**src/hw/pixel_pkg.sv**
```systemverilog
package pixel_pkg;

    //////////////////////////////////////////////////////////////////////////////
    // widths
    //////////////////////////////////////////////////////////////////////////////

    // integer world units
    localparam int COORD_W = 24;
    // hit distance, unsigned Q8.8
    localparam int T_W     = 16;
    localparam int T_FRAC  = 8;
    localparam int CHAN_W  = 16;

    typedef logic signed [COORD_W-1:0] coord_t;

    typedef struct packed {
        coord_t x;
        coord_t y;
        coord_t z;
    } vec3_t;

    typedef enum logic {
        BLUE,
        RED
    } block_color_e;

    typedef enum logic [2:0] {
        UP,
        RIGHT,
        DOWN,
        LEFT,
        ANY
    } arrow_dir_e;

    typedef struct packed {
        vec3_t        pos;
        block_color_e color;
        arrow_dir_e   dir;
    } block_t;

    // input record, one per ray hit
    typedef struct packed {
        vec3_t          ray;
        logic [T_W-1:0] t;
        block_t         block;
    } ray_hit_t;

    typedef struct packed {
        vec3_t  scaled;
        vec3_t  point;
        block_t block;
    } hit_t;

    typedef struct packed {
        logic [CHAN_W-1:0] r;
        logic [CHAN_W-1:0] g;
        logic [CHAN_W-1:0] b;
    } rgb_t;

    //////////////////////////////////////////////////////////////////////////////
    // scene constants
    //////////////////////////////////////////////////////////////////////////////

    localparam vec3_t EYE = '{x: 1800, y: 1800, z: -300};

    localparam int MAX_LIGHTS = 3;

    localparam vec3_t LIGHT_POS [MAX_LIGHTS] = '{
        '{x: 1400, y: 1800, z: 100},
        '{x: 1800, y: 1800, z: 100},
        '{x: 2200, y: 1800, z: 100}
    };

    // Q0.8 intensities, inner index is x, y, z
    localparam logic [7:0] LIGHT_GAIN [MAX_LIGHTS][3] = '{
        '{8'd64,  8'd128, 8'd64},
        '{8'd192, 8'd128, 8'd192},
        '{8'd64,  8'd128, 8'd64}
    };

    localparam int LAMBERT_SHIFT = 10;

    // arrow geometry on the block top face
    localparam vec3_t GRID_ORIGIN = '{x: 1800, y: 1800, z: 0};
    localparam int    TOP_HEIGHT  = 200;
    localparam int    ARROW_HALF  = 80;

endpackage

```
**src/hw/pixel_select.sv**
```systemverilog
module pixel_select
    import pixel_pkg::*;
(
    input  logic clk_in,
    input  logic rst_in,
    input  logic arrow,
    input  logic arrow_valid,
    input  rgb_t shade,
    input  logic shade_valid,
    output rgb_t rgb_out,
    output logic rgb_valid
);

    logic              arrow_q;
    logic [CHAN_W-1:0] max_rg;
    logic [CHAN_W-1:0] max_rgb;

    // arrow side finishes one cycle ahead of the shade
    always_ff @(posedge clk_in) begin
        if (arrow_valid) begin
            arrow_q <= arrow;
        end
    end

    assign max_rg  = (shade.r > shade.g) ? shade.r : shade.g;
    assign max_rgb = (max_rg > shade.b) ? max_rg : shade.b;

    always_ff @(posedge clk_in) begin
        if (rst_in) begin
            rgb_out   <= '0;
            rgb_valid <= 1'b0;
        end else begin
            rgb_valid <= shade_valid;
            if (shade_valid) begin
                if (arrow_q) begin
                    // arrow drawn grey at the brightest channel
                    rgb_out.r <= max_rgb;
                    rgb_out.g <= max_rgb;
                    rgb_out.b <= max_rgb;
                end else begin
                    rgb_out <= shade;
                end
            end
        end
    end

endmodule

```
**config.mk**
```make
export PLATFORM = sky130hd
export DESIGN_NAME = pixel_select
export DESIGN_NICKNAME = d
export VERILOG_FILES = /design/src/hw/pixel_pkg.sv /design/src/hw/pixel_select.sv
export SDC_FILE = /design/constraint.sdc
export NUM_CORES = 1
export LEC_CHECK = 0
export BUFFER_PORTS_ARGS = -buffer_cell sky130_fd_sc_hd__buf_2
export CAP_MARGIN = 20
export CORE_MARGIN = 2
export CORE_UTILIZATION = 30
export CTS_BUF_LIST = sky130_fd_sc_hd__clkbuf_8
export DETAILED_ROUTE_END_ITERATION = 6
export MAX_ROUTING_LAYER = met4
export PLACE_DENSITY = 0.58
export SYNTH_ARGS = -nofsm -noshare
export SYNTH_HDL_FRONTEND = slang
export SYNTH_SLANG_ARGS = --single-unit
```
**constraint.sdc**
```tcl
create_clock -name clk_in -period 6.35 [get_ports clk_in]
set_input_delay 0.635 -clock clk_in [delete_from_list [all_inputs] [get_ports clk_in]]
set_output_delay 0.635 -clock clk_in [all_outputs]
set_load 0.02 [all_outputs]
```
==> impl_metrics.csv <==
group,metric,value,unit
worst_hold_path,hold_class,"in2reg",
timing,tns,0,ns
timing,fmax,195,MHz
worst_setup_path,worstPathMaxFanout,17,
worst_setup_path,cp_cell_sequence,"buf_2 > inv_1 > ha_1 > nand2_1 > or3_1 > nand3_1 > or3_1 > buf_8 > a31o_2 > ha_1 > nand4_1 > or3_1 > o22ai_1 > o21a_1 > nor2_1 > nor4_1",
worst_setup_path,crit_path_max_incr_delay,0.74,ns
die,num_rows,39,
final_layout,final_core_util,37.5,%
grt,track_usage,20.2,%
die,die_w,113,um
detailed_routing,ant_nets,0,
synth,synth.distinct_cells,43,
worst_setup_path,crit_top_cell,"or3_1",
detailed_routing,first_pass_iters,7,
grt,antenna_found_initial,0,
cts,post_cts_buffers,0,
timing,maxSlewHeadroom,27.4,%
power_and_ir_drop,cellPowerDensity,213,mW/mm^2
synth,synth.net_count,534,
run_status,violations,"DRC",
place,dpl_cell_area,0.00416,sq mm
worst_setup_path,slowest_stage,"o21a_1",
detailed_routing,drc,7,
synth,synth_edf_count,1,
cts,cts_tree,"done",
die,core,0.0115,sq mm
job,drv_cap,0,
worst_setup_path,crit_buf_inv,3,
run_status,status,"finished with violations",
grt,grt_start_max_net_pins,85,
die,dieArea,0.0128,sq mm
detailed_routing,wl_per_cell,18.8,um
timing,worstMarginPinSlew,1.09,ns
place,dp_hpwl,9210,um
timing,rsz0062_at_grt,"no",
grt,grt_pass1_wl,20000,um
synth,synthCells,449,
timing,finalHoldViolCount,0,
grt,gr-total-overflow,0,
timing,skew,0.00992,ns
cts,postCtsHoldBufs,0,
final_layout,synthToLayoutAreaGrowth,20.8,%
final_layout,diodes,0,
cts,cts_max_path_buffers,2,
final_layout,nets,616,
cts,cts_resized,0,
cts,cts_buffers,5,
synth,ys.flop_type,"dfxtp_1",
synth,synth_seq_cells,50,
detailed_routing,vias,3889,
timing,setup-violations-final,0,
worst_setup_path,crit_required,6.57,ns
timing,whs,0.489,ns
detailed_routing,via_per_inst,5.76,
cts,cts-root-buf,"clkbuf_8",
power_and_ir_drop,p_leak,1.91,nW
worst_setup_path,criticalPathCategory,"in2reg",
worst_setup_path,end_kind,"register",
synth,syn_area,0.00357,sq mm
final_layout,drive_gt1_share,29.1,%
place,gp_congestion,0.878,
timing,fin_crit_sh,80.6,%
die,start_util,31.0,%
grt,grt_pass1_vias,3772,
cts,cts.sinks,50,
cts,htree_levels,2,
synth,ys.warnings.count,0,
power_and_ir_drop,ir_drop,0.0978,mV
synth,synth_area_per_cell,7.96,sq um
worst_setup_path,critPathArrivalTime,5.34,ns
detailed_routing,drtIter0Drc,196,
detailed_routing,routed_wl,12700,um
cts,path_clk_slew,0.11,ns
timing,min_period,5.12,ns
worst_setup_path,critPathLaunchType,"input port",
die,io_pins,102,
synth,synth-async-reset-ratio,0,%
timing,slew_violations,0,
cts,worstSkewPairLatency,0.32,ns
die,fp.dieH,113,um
synth,synth-seq-area-share,28.3,%
final_layout,final_area,0.00432,sq mm
place,port_buffers,101,
worst_setup_path,cp_top_family,"simple AND/OR/NAND/NOR gates",
[registers in the layout (all words and copies together) (netlist names)]
| name | cells |
|---|---|
| rgb_out | 48 |
| arrow_q | 1 |
| rgb_valid | 1 |
[Yosys cell counts, types with 2 or more instances]
library cell | instances | area (sq um)
a2111oi_0 | 2 | 17.5
a2111oi_2 | 14 | 210
a21o_1 | 2 | 15.0
a21oi_1 | 10 | 50.1
a311oi_1 | 13 | 114
a311oi_2 | 3 | 45.0
a31o_2 | 15 | 131
buf_1 | 3 | 11.3
buf_2 | 3 | 15.0
buf_6 | 2 | 22.5
clkbuf_1 | 27 | 101
dfxtp_1 | 49 | 981
ha_1 | 32 | 400
inv_1 | 32 | 120
nand2_1 | 25 | 93.8
nand3_1 | 36 | 180
nand4_1 | 21 | 131
nor2_1 | 52 | 195
nor2b_1 | 2 | 12.5
nor4_1 | 33 | 206
o21a_1 | 2 | 15.0
o21ai_0 | 33 | 165
o31ai_1 | 16 | 120
or3_1 | 3 | 18.8
[placed cells by master (no fill, tap or decap), types with 3 or more instances in the layout]
cell       instances
a311oi_1          13
a31o_2            15
nand2_1           25
a21oi_1           10
or3_1              3
inv_1             32
dfxtp_1           49
nor4_1            33
clkbuf_8           5
a2111oi_2         14
nand4_1           21
nor2_1            52
nand3_1           36
o31ai_1           16
o21ai_0           33
buf_4              8
ha_1              32
a311oi_2           3
buf_2            101
[report_power, final]
group | internal, mW | switching [mW] | total (mW)
registers | 0.346 | 0.0152 | 0.362
clock network | 0.118 | 0.119 | 0.237
logic | 0.116 | 0.206 | 0.322
[cells by family after synthesis]
group | count (synthesis) | share of synthesized area, %
buffers and inverters | 69 | 7.88
DFF | 50 | 28.3
and+or+nand+nor | 175 | 24.7
adders and majority gates | 32 | 11.2
AOI/OAI and AO/OA | 123 | 28.0
[routing by layer]
layer  GRT usage [%]  routed length (um)  up-vias
met1            26.3                5580     1829
li1                -                   -     1878
met3            3.05                 813       17
met5               -                   0        -
met2            33.1                6060      165
met4            4.88                 215        0
[worst register-to-register path: stages, from the launching register on]
cell and delay (ns):
edfxtp_1 0.34, buf_4 0.28, clkinv_1 0.56, o31a_1 0.81
a2111oi_1 0.52
[final cells by class]
class                      instances  area, sq um
fill                            1238         7200
timing repair buffer             111          608
tap                              143          179
multi-input combinational        330         2280
inverter                          33          124
clock buffer                       5         68.8
sequential                        50         1010
clock inverter                     3         43.8
[final timing paths]
kind	from	endpoint	slack [ns]	cells past startpoint
worst max-delay path	shade[27]	rgb_out[26]$_SDFFE_PP0P_	1.23	16
worst min-delay path	arrow	arrow_q$_DFFE_PP_	0.49	1
worst max register to register	arrow_q$_DFFE_PP_	rgb_out[15]$_SDFFE_PP0P_	3.72	4
worst min register to register	rgb_out[15]$_SDFFE_PP0P_	rgb_out[15]$_SDFFE_PP0P_	0.51	2
[through the flow]
step	setup slack, ns	power [mW]	cells
final	1.23	0.921	675
after global routing	0.836	0.972	675
after CTS	1.05	0.923	673
after detailed placement	0.730	0.686	665
after global placement	0.891	0.679	665
after floorplan	1.65	0.580	449
Note: power is estimated with default switching activity, not from simulation.
