**src/hw/pixel_pkg.sv**
```systemverilog
package pixel_pkg;

    //////////////////////////////////////////////////////////////////////////////
    // widths
    //////////////////////////////////////////////////////////////////////////////

    // integer world units
    localparam int COORD_W = 24;
    // hit distance, unsigned Q8.8
    localparam int T_W     = 16;
    localparam int T_FRAC  = 8;
    localparam int CHAN_W  = 16;

    typedef logic signed [COORD_W-1:0] coord_t;

    typedef struct packed {
        coord_t x;
        coord_t y;
        coord_t z;
    } vec3_t;

    typedef enum logic {
        BLUE,
        RED
    } block_color_e;

    typedef enum logic [2:0] {
        UP,
        RIGHT,
        DOWN,
        LEFT,
        ANY
    } arrow_dir_e;

    typedef struct packed {
        vec3_t        pos;
        block_color_e color;
        arrow_dir_e   dir;
    } block_t;

    // input record, one per ray hit
    typedef struct packed {
        vec3_t          ray;
        logic [T_W-1:0] t;
        block_t         block;
    } ray_hit_t;

    typedef struct packed {
        vec3_t  scaled;
        vec3_t  point;
        block_t block;
    } hit_t;

    typedef struct packed {
        logic [CHAN_W-1:0] r;
        logic [CHAN_W-1:0] g;
        logic [CHAN_W-1:0] b;
    } rgb_t;

    //////////////////////////////////////////////////////////////////////////////
    // scene constants
    //////////////////////////////////////////////////////////////////////////////

    localparam vec3_t EYE = '{x: 1800, y: 1800, z: -300};

    localparam int MAX_LIGHTS = 3;

    localparam vec3_t LIGHT_POS [MAX_LIGHTS] = '{
        '{x: 1400, y: 1800, z: 100},
        '{x: 1800, y: 1800, z: 100},
        '{x: 2200, y: 1800, z: 100}
    };

    // Q0.8 intensities, inner index is x, y, z
    localparam logic [7:0] LIGHT_GAIN [MAX_LIGHTS][3] = '{
        '{8'd64,  8'd128, 8'd64},
        '{8'd192, 8'd128, 8'd192},
        '{8'd64,  8'd128, 8'd64}
    };

    localparam int LAMBERT_SHIFT = 10;

    // arrow geometry on the block top face
    localparam vec3_t GRID_ORIGIN = '{x: 1800, y: 1800, z: 0};
    localparam int    TOP_HEIGHT  = 200;
    localparam int    ARROW_HALF  = 80;

endpackage

```
**src/hw/hit_point_calc.sv**
```systemverilog
module hit_point_calc
    import pixel_pkg::*;
(
    input  logic     clk_in,
    input  logic     rst_in,
    input  logic     valid_in,
    input  ray_hit_t hit_in,
    output hit_t     hit,
    output logic     hit_valid
);

    localparam int PROD_W = COORD_W + T_W + 1;

    logic signed [T_W:0]      t_s;
    logic signed [PROD_W-1:0] prod_x, prod_y, prod_z;
    vec3_t                    s1_scaled;
    block_t                   s1_block;
    logic                     s1_valid;

    // t is unsigned, so a zero sign bit goes on top
    assign t_s    = $signed({1'b0, hit_in.t});
    assign prod_x = hit_in.ray.x * t_s;
    assign prod_y = hit_in.ray.y * t_s;
    assign prod_z = hit_in.ray.z * t_s;

    always_ff @(posedge clk_in) begin
        if (rst_in) begin
            s1_valid  <= 1'b0;
            hit_valid <= 1'b0;
        end else begin
            s1_valid  <= valid_in;
            hit_valid <= s1_valid;
        end
    end

    always_ff @(posedge clk_in) begin
        // stage 1, drop the fraction bits of t
        s1_scaled.x <= prod_x[T_FRAC +: COORD_W];
        s1_scaled.y <= prod_y[T_FRAC +: COORD_W];
        s1_scaled.z <= prod_z[T_FRAC +: COORD_W];
        s1_block    <= hit_in.block;
        // stage 2, hit point from the eye
        hit.scaled  <= s1_scaled;
        hit.point.x <= EYE.x + s1_scaled.x;
        hit.point.y <= EYE.y + s1_scaled.y;
        hit.point.z <= EYE.z + s1_scaled.z;
        hit.block   <= s1_block;
    end

endmodule

```
**config.mk**
```make
export PLATFORM = sky130hd
export DESIGN_NAME = hit_point_calc
export DESIGN_NICKNAME = d
export VERILOG_FILES = /design/src/hw/pixel_pkg.sv /design/src/hw/hit_point_calc.sv
export SDC_FILE = /design/constraint.sdc
export NUM_CORES = 2
export LEC_CHECK = 0
export ABC_CLOCK_PERIOD_IN_PS = 15550
export BUFFER_PORTS_ARGS = -buffer_cell sky130_fd_sc_hd__buf_2
export CAP_MARGIN = 20
export CORE_MARGIN = 3
export CORE_UTILIZATION = 50
export CTS_BUF_LIST = sky130_fd_sc_hd__clkbuf_8 sky130_fd_sc_hd__clkbuf_16
export DETAILED_ROUTE_END_ITERATION = 16
export PLACE_DENSITY = 0.69
export SLEW_MARGIN = 20
export SYNTH_ARGS = -nofsm -noshare
export SYNTH_HDL_FRONTEND = slang
export SYNTH_SLANG_ARGS = --single-unit
export TNS_END_PERCENT = 20
```
**constraint.sdc**
```tcl
create_clock -name clk_in -period 15.55 [get_ports clk_in]
set_input_delay 1.555 -clock clk_in [delete_from_list [all_inputs] [get_ports clk_in]]
set_output_delay 1.555 -clock clk_in [all_outputs]
set_load 0.005 [all_outputs]
```
==> key figures <==
Synthesis
  – Largest family of logic cells by synthesized area: adder cells
  – Simple-gate share of the synthesized area: between 10% and 20%
  – Average size of a mapped cell: 9.47 um2
  – Post-synth EDFFs: 0
  – Cell variety after synth: 65
  – Synth Area in Adders: 49.7%
  – Predominant post-synthesis flop cell: dfxtp_1
  – Xor and xnor area share after synthesis: approximately 3.7%
  – Mapped Cells: 4439
  – Mux cell area share after synthesis: 0%
  – Mapped Area: ~0.042 mm2
  – Post-Syn Nets: 5740
  – Yosys Warn Count: 0
  – Flop and latch count out of synthesis: 362
  – Fraction of the yosys area taken by sequential cells: 17.2%
  – Fraction of registers with async set/reset: 0%
  – Compound-Gate Fraction of Synth Area: 2.62%

Clock tree
  – CTS Sinks: 362
  – Hold buffer count at cts: 0
  – CTS Buffer Depth: 3
  – CTS Buf Count: 38
  – Clock slew at reported path FFs: around 0.06 ns
  – # H-tree levels: 2
  – CTS tree: done
  – Clk_lat worst skew: about 0.55 ns
  – Post-cts sizing count: 0
  – Post-CTS setup buffers: 0
  – Root buf cell: clkbuf_16

Hold path
  – Cells on Worst Hold Path: 0
  – Min-delay worst type: reg -> reg

Setup path
  – CP Cell Sequence: buf_2, buf_4, nand2_1, fa_1, inv_1, fa_1, fa_1, fa_1, fa_1, inv_1, fa_1, inv_1, ha_1, nand2_2, or4_1, a311oi_2, o21ai_2, a21oi_4, nor4_1, a311o_1
  – Top fanout value on the critical path: 45
  – Worst EP required: approximately 16 ns
  – CP max-delay cell: buf_4
  – Critical path arrival: 8.33 ns
  – CP most frequent cell: fa_1
  – Worst r2r path cells: 6
  – CP Capture Type: flop
  – Slowest stage delay, CP: roughly 0.67 ns
  – WS Path Type: in -> reg
  – Startpoint Class: input pin

Global routing
  – Vias in the first global route: between 30000 and 40000
  – Largest net degree at the start of global routing: 73
  – First-pass GRT wire length: 161000 um
  – Global Route Usage Sum: 23.2%
  – GRT overflow: 0
  – Initial antenna violation count: 8

Drt
  – Total routed wirelength: roughly 97000 um
  – WL per Instance: 16.8 um
  – Via count: 29000
  – Routed Antenna Nets: 0
  – DRT Pass-1 Iters: 5
  – Initial DRC Count: 1284
  – Final routed DRC violation total: 0
  – Vias per std cell: between 5 and 6

STA
  – Pin slew with the least headroom to its limit: 1.06 ns
  – TNS Setup: 0 ns
  – Slew margin rel.: 29.5%
  – Final hold violation count: 0
  – Final Setup Violations: 0
  – RSZ-0062 raised after global routing: no
  – Worst Clk Skew: ~0.0083 ns
  – Fin crit period: 7.91 ns
  – Fmax: 126 MHz
  – Final Slew Violations: 0
  – Tcrit/Tclk final: about half

Placement
  – Post-DP Area: between 0.04 and 0.05 mm2
  – RePlAce Congestion: 0.839
  – Detail Placement HPWL: 74100 um
  – I/O Buffers: 387

Floorplan
  – Core area: approximately 0.083 mm2
  – Top Ports: 388
  – Die X: between 200 and 300 um
  – Initial Utilization: 50.8%
  – Height of the die: between 200 and 300 um
  – Die area: 0.0876 mm2
  – Num rows: 105

Cells and area
  – Final Cell Area: ~0.046 mm2
  – # fillers: 7453
  – Most common cell after layout, fill and taps aside: inv_1
  – Most frequent cells in the layout: inv_1 (1144), fa_1 (891), nand2_1 (649)
  – Share of cells above drive strength 1: around a tenth
  – Final nets: 5990
  – Area growth syn-to-layout: 9.20%

Flow run
  – Max Cap Viol: 0

Run status
  – Outcome: complete, no violations
[path summary, 6_finish.rpt]
check / start / end / slack [ns]
hold / removal: s1_block[63]$_DFF_P_ / hit[63]$_DFF_P_ / 0.32
hold reg to reg: s1_block[63]$_DFF_P_ / hit[63]$_DFF_P_ / 0.32
setup / recovery: hit_in[85] / s1_scaled[44]$_DFF_P_ / 7.64
setup reg to reg: s1_scaled[11]$_DFF_P_ / hit[97]$_DFF_P_ / 13.41
[kinds of logic after synthesis]
family | count (synthesis)
buffers and inverters | 1327
and+or+nand+nor | 1286
adders and majority gates | 1134
DFF | 362
xor gates and xnor gates | 178
AOI/OAI and AO/OA | 152
[per-layer routing]
metal	GRT usage, %	vias up	part of all wire, %
met5	0	-	0.057
met4	5.84	8	2.5
met3	3.53	158	6.9
met2	41.4	938	50
met1	29.6	14700	41
li1	-	13200	-
[cell type report]
class | instances | area, um2 | area share, %
Clock inverter | 22 | 155 | 0.338
Antenna cell | 4 | 10.0 | 0.0218
Tap cell | 1070 | 1340 | 2.92
Clock buffer | 45 | 1060 | 2.31
Sequential cell | 362 | 7250 | 15.8
Multi-Input combinational cell | 2750 | 29800 | 64.9
Inverter | 1134 | 4260 | 9.28
Timing Repair Buffer | 403 | 2060 | 4.48
[registers in the layout, summed over array words and instances, names as in the netlist]
signal and flops:
hit 212, hit_valid 1, s1_block 76, s1_scaled 72, s1_valid 1
[synthesized netlist by cell type (3+ instances only)]
cell	n	area, um2
a211oi_1	6	45.0
a21o_1	11	82.6
a21oi_1	41	205
a31oi_1	5	31.3
a41oi_1	5	43.8
and2_1	459	2870
and3_1	14	87.6
and4_1	3	26.3
buf_4	8	60.1
clkbuf_1	185	694
dfxtp_1	362	7250
fa_1	891	17800
ha_1	243	3040
inv_1	1134	4260
nand2_1	649	2440
nand2b_1	5	31.3
nand3_1	20	100
nand4_1	12	75.1
nor2_1	68	255
nor2b_1	14	87.6
nor3_1	22	110
nor4_1	6	37.5
o2111ai_1	4	35.0
o211ai_1	4	30.0
o21a_1	15	113
o21ai_0	19	95.1
o21ai_1	3	15.0
o21ai_2	3	26.3
o22ai_1	3	18.8
or3_1	4	25.0
xnor2_1	132	1160
xor2_1	46	403
[stage by stage]
stage	hold WS [ns]	cells	worst slack, ns	util (%)
2_1_floorplan	0.310	4439	8.13	-
4_1_cts	0.325	5786	7.71	55.5
5_1_grt	0.326	5787	7.26	55.5
3_5_place_dp	0.312	5719	7.16	54.0
6_report	0.323	5790	7.64	55.5
3_3_place_gp	0.310	5719	7.31	54.0
[worst max-delay path, delay by kind of cell]
family / cells / cell delay, ns
adder cells (fa/ha/maj): 7 / 3.42
buffers and inverters: 5 / 1.38
AO/OA/AOI/OAI: 4 / 1.06
AND/OR/NAND/NOR: 4 / 0.85
Power is left out: the tool's default activity adds up to more than one toggle a clock period on the data nets, which glitch-free logic cannot reach.
